==> src/common/tiny86_settings.svh <==
// Tiny86 flow tracker widths and APB register map
// Shared by the package, the interface and the RTL blocks
`ifndef TINY86_SETTINGS_SVH
`define TINY86_SETTINGS_SVH

// EIP and address operand width
`define TINY86_EIP_W 32
// Instruction length field, in bytes
`define TINY86_LEN_W 4
// Retired and taken counters wrap at this width
`define TINY86_CNT_W 16

// APB bus geometry
`define TINY86_APB_AW 4
`define TINY86_APB_DW 32

// Word-aligned register offsets
`define TINY86_REG_EIP  4'h0
`define TINY86_REG_ICNT 4'h4
`define TINY86_REG_TCNT 4'h8
`define TINY86_REG_CTRL 4'hC

`endif

==> src/common/tiny86_pkg.sv <==
// Tiny86 shared types
// Opcodes, the EFLAGS layout and the issue and retire records
`include "tiny86_settings.svh"

package tiny86_pkg;

  // Decoded command set, only the control flow subset is told apart
  typedef enum logic [6:0] {
    CMD_NOP,
    CMD_ALU,
    // Conditional jumps, in x86 condition code order
    CMD_JO, CMD_JNO, CMD_JB, CMD_JAE,
    CMD_JE, CMD_JNE, CMD_JBE, CMD_JA,
    CMD_JS, CMD_JNS, CMD_JP, CMD_JNP,
    CMD_JL, CMD_JNL, CMD_JLE, CMD_JG,
    // Loop and count-register tests
    CMD_JCXZ,
    CMD_LOOP,
    CMD_LOOPE,
    CMD_LOOPNE,
    // Unconditional transfers, r is relative and i is absolute
    CMD_CALLr,
    CMD_CALLi,
    CMD_JMPr,
    CMD_JMPi,
    CMD_RET
  } opc_t;

  // EFLAGS with x86 bit positions, LSB is CF
  typedef struct packed {
    logic [19:0] rsvd_hi;
    logic        of_;
    logic        df_;
    logic        if_;
    logic        tf_;
    logic        sf_;
    logic        zf_;
    logic        rsvd_5;
    logic        af_;
    logic        rsvd_3;
    logic        pf_;
    logic        rsvd_1;
    logic        cf_;
  } eflags_t;

  // One decoded instruction as the host issues it
  typedef struct packed {
    opc_t                      opc;
    eflags_t                   eflags;
    logic                      ecx_is_zero;
    logic [`TINY86_LEN_W-1:0]  instr_len;
    logic [`TINY86_EIP_W-1:0]  address;
  } issue_t;

  // Retirement record, own EIP plus the resolved successor
  typedef struct packed {
    logic [`TINY86_EIP_W-1:0] eip;
    logic [`TINY86_EIP_W-1:0] next_eip;
    logic                     taken;
  } retire_t;

endpackage

==> src/common/flow_ctrl_if.sv <==
// Control link between the APB register block and the EIP unit
// Carries redirects and clears one way and live state the other
`include "tiny86_settings.svh"

interface flow_ctrl_if;

  // Register block to unit, single-cycle pulses
  logic                     set_eip_valid;
  logic [`TINY86_EIP_W-1:0] set_eip;
  logic                     clr_counts;

  // Unit to register block, current architectural state
  logic [`TINY86_EIP_W-1:0] eip;
  logic [`TINY86_CNT_W-1:0] instr_count;
  logic [`TINY86_CNT_W-1:0] taken_count;

  modport regs (
    output set_eip_valid, set_eip, clr_counts,
    input  eip, instr_count, taken_count
  );

  modport unit (
    input  set_eip_valid, set_eip, clr_counts,
    output eip, instr_count, taken_count
  );

endinterface

==> src/cfu/cfu.sv <==
// Tiny86 control flow unit
// Resolves the EIP following an instruction: sequential, relative
// transfer from the next EIP, or absolute target
`include "tiny86_settings.svh"

module cfu (
  input  tiny86_pkg::opc_t         opc,
  input  tiny86_pkg::eflags_t      eflags,
  input  logic                     ecx_is_zero,
  input  logic [`TINY86_EIP_W-1:0] eip,
  input  logic [`TINY86_LEN_W-1:0] instr_len,
  input  logic [`TINY86_EIP_W-1:0] address,
  output logic [`TINY86_EIP_W-1:0] next_eip,
  output logic                     taken
);

  logic                     cc_eval;
  logic                     always_xfer;
  logic                     xfer_abs;
  logic [`TINY86_EIP_W-1:0] seq_eip;
  logic [`TINY86_EIP_W-1:0] xfer_eip;

  // Condition check for Jcc and the loop family, zero for anything else
  always_comb begin
    case (opc)
      tiny86_pkg::CMD_JO:     cc_eval = eflags.of_;
      tiny86_pkg::CMD_JNO:    cc_eval = !eflags.of_;
      tiny86_pkg::CMD_JB:     cc_eval = eflags.cf_;
      tiny86_pkg::CMD_JAE:    cc_eval = !eflags.cf_;
      tiny86_pkg::CMD_JE:     cc_eval = eflags.zf_;
      tiny86_pkg::CMD_JNE:    cc_eval = !eflags.zf_;
      tiny86_pkg::CMD_JBE:    cc_eval = eflags.cf_ | eflags.zf_;
      tiny86_pkg::CMD_JA:     cc_eval = !eflags.cf_ & !eflags.zf_;
      tiny86_pkg::CMD_JS:     cc_eval = eflags.sf_;
      tiny86_pkg::CMD_JNS:    cc_eval = !eflags.sf_;
      tiny86_pkg::CMD_JP:     cc_eval = eflags.pf_;
      tiny86_pkg::CMD_JNP:    cc_eval = !eflags.pf_;
      // Signed compares look at SF against OF
      tiny86_pkg::CMD_JL:     cc_eval = eflags.sf_ != eflags.of_;
      tiny86_pkg::CMD_JNL:    cc_eval = eflags.sf_ == eflags.of_;
      tiny86_pkg::CMD_JLE:    cc_eval = eflags.zf_ | (eflags.sf_ != eflags.of_);
      tiny86_pkg::CMD_JG:     cc_eval = !eflags.zf_ & (eflags.sf_ == eflags.of_);
      // The host reports ECX after the LOOP decrement
      tiny86_pkg::CMD_JCXZ:   cc_eval = ecx_is_zero;
      tiny86_pkg::CMD_LOOP:   cc_eval = !ecx_is_zero;
      tiny86_pkg::CMD_LOOPE:  cc_eval = !ecx_is_zero & eflags.zf_;
      tiny86_pkg::CMD_LOOPNE: cc_eval = !ecx_is_zero & !eflags.zf_;
      default:                cc_eval = 1'b0;
    endcase
  end

  // Unconditional transfers and whether the target is absolute
  always_comb begin
    always_xfer = 1'b0;
    xfer_abs    = 1'b0;
    case (opc)
      tiny86_pkg::CMD_CALLr,
      tiny86_pkg::CMD_JMPr: begin
        always_xfer = 1'b1;
      end
      tiny86_pkg::CMD_CALLi,
      tiny86_pkg::CMD_JMPi,
      tiny86_pkg::CMD_RET: begin
        always_xfer = 1'b1;
        xfer_abs    = 1'b1;
      end
      default: begin
        always_xfer = 1'b0;
        xfer_abs    = 1'b0;
      end
    endcase
  end

  // Fall-through address, length is zero-extended
  assign seq_eip = eip + {{(`TINY86_EIP_W-`TINY86_LEN_W){1'b0}}, instr_len};

  // Relative displacements are taken from the fall-through address
  assign xfer_eip = xfer_abs ? address : seq_eip + address;

  assign taken    = cc_eval | always_xfer;
  assign next_eip = taken ? xfer_eip : seq_eip;

endmodule

==> src/hdl/eip_unit.sv <==
// Tiny86 EIP unit
// Owns the EIP and the retire counters and turns each issued
// instruction into a retire record through the control flow unit
`include "tiny86_settings.svh"

module eip_unit (
  input  logic                clk,
  input  logic                rst_n,
  input  logic                in_valid,
  output logic                in_ready,
  input  tiny86_pkg::issue_t  in_data,
  output logic                out_valid,
  input  logic                out_ready,
  output tiny86_pkg::retire_t out_data,
  flow_ctrl_if.unit           ctrl
);

  logic [`TINY86_EIP_W-1:0] eip_q;
  logic [`TINY86_EIP_W-1:0] next_eip;
  logic                     taken;
  logic [`TINY86_CNT_W-1:0] icnt_q;
  logic [`TINY86_CNT_W-1:0] tcnt_q;
  logic                     step;

  cfu i_cfu (
    .opc         (in_data.opc),
    .eflags      (in_data.eflags),
    .ecx_is_zero (in_data.ecx_is_zero),
    .eip         (eip_q),
    .instr_len   (in_data.instr_len),
    .address     (in_data.address),
    .next_eip    (next_eip),
    .taken       (taken)
  );

  // No storage here, the handshake passes straight through
  assign in_ready  = out_ready;
  assign out_valid = in_valid;
  assign step      = in_valid && out_ready;

  assign out_data.eip      = eip_q;
  assign out_data.next_eip = next_eip;
  assign out_data.taken    = taken;

  // A redirect from the register block beats a same-cycle retirement
  always_ff @(posedge clk) begin
    if (!rst_n) begin
      eip_q <= '0;
    end else if (ctrl.set_eip_valid) begin
      eip_q <= ctrl.set_eip;
    end else if (step) begin
      eip_q <= next_eip;
    end
  end

  // Counters wrap naturally; a clear beats any count in the same cycle
  always_ff @(posedge clk) begin
    if (!rst_n || ctrl.clr_counts) begin
      icnt_q <= '0;
      tcnt_q <= '0;
    end else if (step) begin
      icnt_q <= icnt_q + 1'b1;
      tcnt_q <= tcnt_q + {{(`TINY86_CNT_W-1){1'b0}}, taken};
    end
  end

  assign ctrl.eip         = eip_q;
  assign ctrl.instr_count = icnt_q;
  assign ctrl.taken_count = tcnt_q;

endmodule

==> src/hdl/flow_apb_regs.sv <==
// APB register block for the Tiny86 flow tracker
// Decodes EIP, ICNT, TCNT and CTRL and raises redirect and clear
// pulses toward the EIP unit; zero wait states
`include "tiny86_settings.svh"

module flow_apb_regs (
  input  logic                      clk,
  input  logic                      rst_n,
  input  logic                      psel,
  input  logic                      penable,
  input  logic                      pwrite,
  input  logic [`TINY86_APB_AW-1:0] paddr,
  input  logic [`TINY86_APB_DW-1:0] pwdata,
  output logic [`TINY86_APB_DW-1:0] prdata,
  output logic                      pready,
  output logic                      pslverr,
  flow_ctrl_if.regs                 ctrl
);

  logic                      setup;
  logic                      hit_eip;
  logic                      hit_icnt;
  logic                      hit_tcnt;
  logic                      hit_ctrl;
  logic                      bad_access;
  logic                      set_eip_q;
  logic [`TINY86_EIP_W-1:0]  eip_wdata_q;
  logic                      clr_q;
  logic                      err_q;

  // Decisions are taken in the setup phase and land in the access phase
  assign setup = psel && !penable;

  assign hit_eip  = paddr == `TINY86_REG_EIP;
  assign hit_icnt = paddr == `TINY86_REG_ICNT;
  assign hit_tcnt = paddr == `TINY86_REG_TCNT;
  assign hit_ctrl = paddr == `TINY86_REG_CTRL;

  // Unmapped offsets and writes to the read-only counters both fail
  assign bad_access = !(hit_eip || hit_icnt || hit_tcnt || hit_ctrl) ||
                      (pwrite && (hit_icnt || hit_tcnt));

  // Pulses are high for exactly the access cycle
  always_ff @(posedge clk) begin
    if (!rst_n) begin
      set_eip_q <= 1'b0;
      clr_q     <= 1'b0;
      err_q     <= 1'b0;
    end else begin
      set_eip_q <= setup && pwrite && hit_eip;
      clr_q     <= setup && pwrite && hit_ctrl && pwdata[0];
      err_q     <= setup && bad_access;
    end
  end

  // Write data for a redirect is captured alongside the pulse
  always_ff @(posedge clk) begin
    if (setup && pwrite && hit_eip) begin
      eip_wdata_q <= pwdata;
    end
  end

  assign ctrl.set_eip_valid = set_eip_q;
  assign ctrl.set_eip       = eip_wdata_q;
  assign ctrl.clr_counts    = clr_q;

  // Reads see live state, CTRL reads back as zero
  always_comb begin
    prdata = '0;
    if (hit_eip) begin
      prdata = ctrl.eip;
    end else if (hit_icnt) begin
      prdata = {{(`TINY86_APB_DW-`TINY86_CNT_W){1'b0}}, ctrl.instr_count};
    end else if (hit_tcnt) begin
      prdata = {{(`TINY86_APB_DW-`TINY86_CNT_W){1'b0}}, ctrl.taken_count};
    end
  end

  assign pready  = 1'b1;
  assign pslverr = err_q;

endmodule

==> src/hdl/pipe_reg.sv <==
// One-entry valid/ready register slice
// Payload type is a parameter so issue and retire paths share it
module pipe_reg #(
  parameter type payload_t = logic
) (
  input  logic     clk,
  input  logic     rst_n,
  input  logic     in_valid,
  output logic     in_ready,
  input  payload_t in_data,
  output logic     out_valid,
  input  logic     out_ready,
  output payload_t out_data
);

  logic     full;
  payload_t data_q;

  // Space is available when empty or when the held entry leaves now
  assign in_ready  = !full || out_ready;
  assign out_valid = full;
  assign out_data  = data_q;

  // Occupancy follows the input whenever the slot can be refilled
  always_ff @(posedge clk) begin
    if (!rst_n) begin
      full <= 1'b0;
    end else if (in_ready) begin
      full <= in_valid;
    end
  end

  // Payload only moves on an accepted transfer, so it holds under stall
  always_ff @(posedge clk) begin
    if (in_valid && in_ready) begin
      data_q <= in_data;
    end
  end

endmodule

==> src/hdl/tiny86_flow.sv <==
// Tiny86 instruction-flow tracker top level
// Issue slice, EIP unit and retire slice in a row, with the APB
// register block alongside
`include "tiny86_settings.svh"

module tiny86_flow (
  input  logic                      clk,
  input  logic                      rst_n,
  // APB slave
  input  logic                      psel,
  input  logic                      penable,
  input  logic                      pwrite,
  input  logic [`TINY86_APB_AW-1:0] paddr,
  input  logic [`TINY86_APB_DW-1:0] pwdata,
  output logic [`TINY86_APB_DW-1:0] prdata,
  output logic                      pready,
  output logic                      pslverr,
  // Issue port
  input  logic                      issue_valid,
  output logic                      issue_ready,
  input  tiny86_pkg::opc_t          opc,
  input  tiny86_pkg::eflags_t       eflags,
  input  logic                      ecx_is_zero,
  input  logic [`TINY86_LEN_W-1:0]  instr_len,
  input  logic [`TINY86_EIP_W-1:0]  address,
  // Retire port
  output logic                      retire_valid,
  output logic [`TINY86_EIP_W-1:0]  retire_eip,
  output logic [`TINY86_EIP_W-1:0]  retire_next_eip,
  output logic                      retire_taken,
  input  logic                      retire_ready
);

  tiny86_pkg::issue_t  issue_in;
  tiny86_pkg::issue_t  issue_q;
  tiny86_pkg::retire_t retire_d;
  tiny86_pkg::retire_t retire_q;
  logic                issue_q_valid;
  logic                issue_q_ready;
  logic                retire_d_valid;
  logic                retire_d_ready;

  flow_ctrl_if i_ctrl_if ();

  // Gather the plain issue ports into one payload
  assign issue_in.opc         = opc;
  assign issue_in.eflags      = eflags;
  assign issue_in.ecx_is_zero = ecx_is_zero;
  assign issue_in.instr_len   = instr_len;
  assign issue_in.address     = address;

  pipe_reg #(.payload_t(tiny86_pkg::issue_t)) i_issue_slice (
    .clk, .rst_n,
    .in_valid  (issue_valid),    .in_ready  (issue_ready),    .in_data  (issue_in),
    .out_valid (issue_q_valid),  .out_ready (issue_q_ready),  .out_data (issue_q)
  );

  eip_unit i_eip_unit (
    .clk, .rst_n,
    .in_valid  (issue_q_valid),  .in_ready  (issue_q_ready),  .in_data  (issue_q),
    .out_valid (retire_d_valid), .out_ready (retire_d_ready), .out_data (retire_d),
    .ctrl      (i_ctrl_if.unit)
  );

  pipe_reg #(.payload_t(tiny86_pkg::retire_t)) i_retire_slice (
    .clk, .rst_n,
    .in_valid  (retire_d_valid), .in_ready  (retire_d_ready), .in_data  (retire_d),
    .out_valid (retire_valid),   .out_ready (retire_ready),   .out_data (retire_q)
  );

  flow_apb_regs i_apb_regs (
    .clk, .rst_n, .psel, .penable, .pwrite, .paddr, .pwdata,
    .prdata, .pready, .pslverr,
    .ctrl (i_ctrl_if.regs)
  );

  // Spread the retire record back onto plain ports
  assign retire_eip      = retire_q.eip;
  assign retire_next_eip = retire_q.next_eip;
  assign retire_taken    = retire_q.taken;

endmodule

==> config.mk <==
export PLATFORM = sky130hd
export DESIGN_NAME = tiny86_flow
export DESIGN_NICKNAME = d
export VERILOG_FILES = /design/src/common/tiny86_pkg.sv /design/src/common/flow_ctrl_if.sv /design/src/cfu/cfu.sv /design/src/hdl/eip_unit.sv /design/src/hdl/flow_apb_regs.sv /design/src/hdl/pipe_reg.sv /design/src/hdl/tiny86_flow.sv
export VERILOG_INCLUDE_DIRS = /design/src /design/src/common
export SDC_FILE = /design/constraint.sdc
export NUM_CORES = 1
export LEC_CHECK = 0
export ABC_AREA = 1
export BUFFER_PORTS_ARGS = -buffer_cell sky130_fd_sc_hd__buf_2
export CAP_MARGIN = 5
export CORE_MARGIN = 1
export CORE_UTILIZATION = 60
export CTS_CLUSTER_DIAMETER = 200
export DETAILED_ROUTE_END_ITERATION = 10
export PLACE_DENSITY_LB_ADDON = 0.25
export SYNTH_ARGS = -nofsm -noshare
export SYNTH_HDL_FRONTEND = slang
export SYNTH_SLANG_ARGS = --single-unit
==> constraint.sdc <==
create_clock -name clk -period 6.7 [get_ports clk]
set_input_delay 1.34 -clock clk [delete_from_list [all_inputs] [get_ports clk]]
set_output_delay 1.34 -clock clk [all_outputs]
set_load 0.02 [all_outputs]
==> results by group <==
Floorplanning
  – Initial Util: 0.6163
  – Die X-Extent: around 140 um
  – Die footprint: 0.02076 sq mm
  – I/O Pins: 220
  – Die height: 144.1 um
  – Core Area: 0.01965 sq mm
  – FP Rows: 51

Clock network
  – Clock Tree Root: clkbuf_16
  – Clock latency on the worst-skew pair: 0.53 ns
  – Post-CTS sizing: 0
  – TritonCTS clock tree: built
  – # hold bufs at CTS: 0
  – Clk sinks: 215
  – Num CTS Buffers: 24
  – Clock buffer depth: 3
  – H-tree depth: 1
  – Reg clk slew, reported paths: ~0.06 ns
  – Post-CTS Setup Bufs: 0

Worst setup path
  – Worst setup SP type: input pin
  – Reg2Reg Setup Slack: 2.40 ns
  – Critical path type: input pin to output pin
  – Critical path capture point type: output pin
  – Critical path arrival: 3.26 ns
  – Critical Path RT: 5.36 ns
  – Crit Path Max Fanout: 35

Route
  – Vias per cell: 5.452
  – Final ANT Viol Nets: 0
  – First-pass detailed-route iteration total: 5
  – DRC violations left: 0
  – DR vias: 10.99k
  – DRT iter0 DRCs: 911
  – Drt total wl: 33870 um
  – Wire length per cell: 16.81 um

Placement
  – Gpl congestion: 0.9405
  – Port bufs: 191
  – HPWL after detailed placement: 25240 um
  – DP Area: around 0.013 sq mm

Synthesis
  – Cells after Synth: 1542
  – Dominant cells by area after synthesis: edfxtp_1 36%, nand2_1 13%, dfxtp_1 11%
  – Top cell type's share of synthesized area: 0.3619
  – Top FF cell, synth: edfxtp_1
  – Netlist cell types: 44
  – Post-Syn Area: 0.01211 sq mm
  – Synth Area per Inst: 7.855 sq um
  – Syn Nets: between 1.5k and 2k
  – Top-count cell post-synth: nand2_1
  – Seq/Total Area, Yosys: 0.4760
  – Leading area contributor after synthesis: edfxtp_1
  – Yosys reg bits: 215
  – YS warnings: 0
  – Synth top cells by count: 429 x nand2_1, 229 x inv_1, 146 x edfxtp_1
  – Number of synthesized flops with an enable pin: between 100 and 150
  – Share of flip-flops with an asynchronous set or reset: 0

Final layout
  – Synthesis-to-layout area growth: 17.03%
  – Post-layout util: 0.7213
  – Layout cell share with drive strength beyond 1: 0.1560
  – FILL cells: 1621
  – Number of antenna diodes: 0
  – Post-layout net count: 1895
  – Design area: 0.01418 sq mm

Min path
  – Min-delay worst type: register to register

Power
  – Peak supply drop: 0.2329 mV
  – Power per Cell Area: 234.6 mW/mm^2
  – Tot Pwr: 3.326 mW
  – Leak: 6.245 nW

Timing
  – Endpoints failing hold: 0
  – Clock skew: about 0.015 ns
  – Final Critical Period: 4.600 ns
  – RSZ-0062 raised after global routing: false
  – Pin slew with the least headroom to its limit: approximately 1.3 ns
  – Period utilization: 0.6866
  – Fin Setup TNS: 0 ns
  – Max Clock Freq: roughly 220 MHz
  – Max-slew headroom: 0.1387
  – Final Max Slew Viols: 0
  – Final setup fails: 0

Run
  – Max Cap Violations: 0

Global route
  – First-pass GRT wire length: 51950 um
  – Vias in the first global route: 10.16k
  – Total track usage: 0.3293
  – Grt total ovfl: 0
  – Largest net degree at the start of global routing: 67
  – Initial antenna violation count: 0

Run status
  – Status: finished clean
metal layers:
layer | up-vias | global-route usage | wire, um | part of all wire
met2 | 443 | 0.5762 | 16560 | 0.49
li1 | 5434 | - | - | -
met1 | 5027 | 0.4055 | 13680 | 0.40
met5 | - | 0 | 0 | 0
met3 | 82 | 0.04272 | 2183 | 0.064
met4 | 0 | 0.1456 | 1453 | 0.043
state kept, by name, indices dropped and copies added, names as in the netlist:
name                           cells
i_apb_regs.ctrl.clr_counts         1
i_apb_regs.ctrl.set_eip           32
i_apb_regs.ctrl.set_eip_valid      1
i_apb_regs.pslverr                 1
i_eip_unit.ctrl.eip               32
i_eip_unit.ctrl.instr_count       16
i_eip_unit.ctrl.taken_count       16
i_issue_slice.out_data            49
i_issue_slice.out_valid            1
i_retire_slice.out_data           65
i_retire_slice.out_valid           1
power by group:
part,switching (mW),internal (mW)
Clock,0.523,0.876
Sequential,0.0345,1.48
Combinational,0.275,0.137
Total,0.833,2.49
placed cells by master (no fill, tap or decap), types with 11 or more instances in the layout:
master,instances
nand2_1,429
dfxtp_1,69
o21ai_0,74
a21oi_1,88
buf_2,191
or2_2,11
nor2_1,132
o221ai_1,16
ha_1,41
clkbuf_16,26
and2_1,11
inv_1,227
nand3_1,100
xor2_1,27
nand4_1,22
nor3_1,34
edfxtp_1,146
final cells by class:
type                            count  area [sq um]  area share
Clock inverter                      6         83.83    0.005914
Tap cell                          265         331.6     0.02339
Sequential cell                   215          5766      0.4067
Inverter                          236         888.4     0.06267
Timing Repair Buffer              199          1016     0.07167
Multi-Input combinational cell   1057          5309      0.3745
Clock buffer                       37         782.0     0.05516
through the flow:
step	setup slack, ns	hold WS [ns]	instances
5_1_grt	1.985	0.4738	2015
6_report	2.100	0.4584	2015
4_1_cts	2.133	0.4579	2015
3_5_place_dp	2.133	0.4439	1972
3_3_place_gp	2.240	0.4413	1972
2_1_floorplan	2.549	0.4300	1542
path summary, 6_finish.rpt:
kind | start | end | cells after the start
setup reg to reg | i_eip_unit.ctrl.eip[0] | i_eip_unit.ctrl.eip[24] | 24
hold reg to reg | i_eip_unit.ctrl.eip[12] | i_retire_slice.out_data[45] | 0
setup / recovery | paddr[1] | prdata[13] | 5
hold / removal | i_eip_unit.ctrl.eip[12] | i_retire_slice.out_data[45] | 0
cells by family after synthesis:
kind of cell | synth area share
buffers and inverters | 0.08666
other | 0.0003096
multiplexers | 0.001653
adder cells (fa/ha/maj) | 0.04566
XOR/XNOR | 0.02675
flip-flops | 0.4760
AND/OR/NAND/NOR | 0.2652
AO/OA/AOI/OAI | 0.09782
worst max-delay path: stages:
cell	delay [ns]
buf_2	0.11
nor2_1	0.22
nand2_1	0.77
o221ai_1	0.57
buf_2	0.23
(Power assumes the default switching activity.)
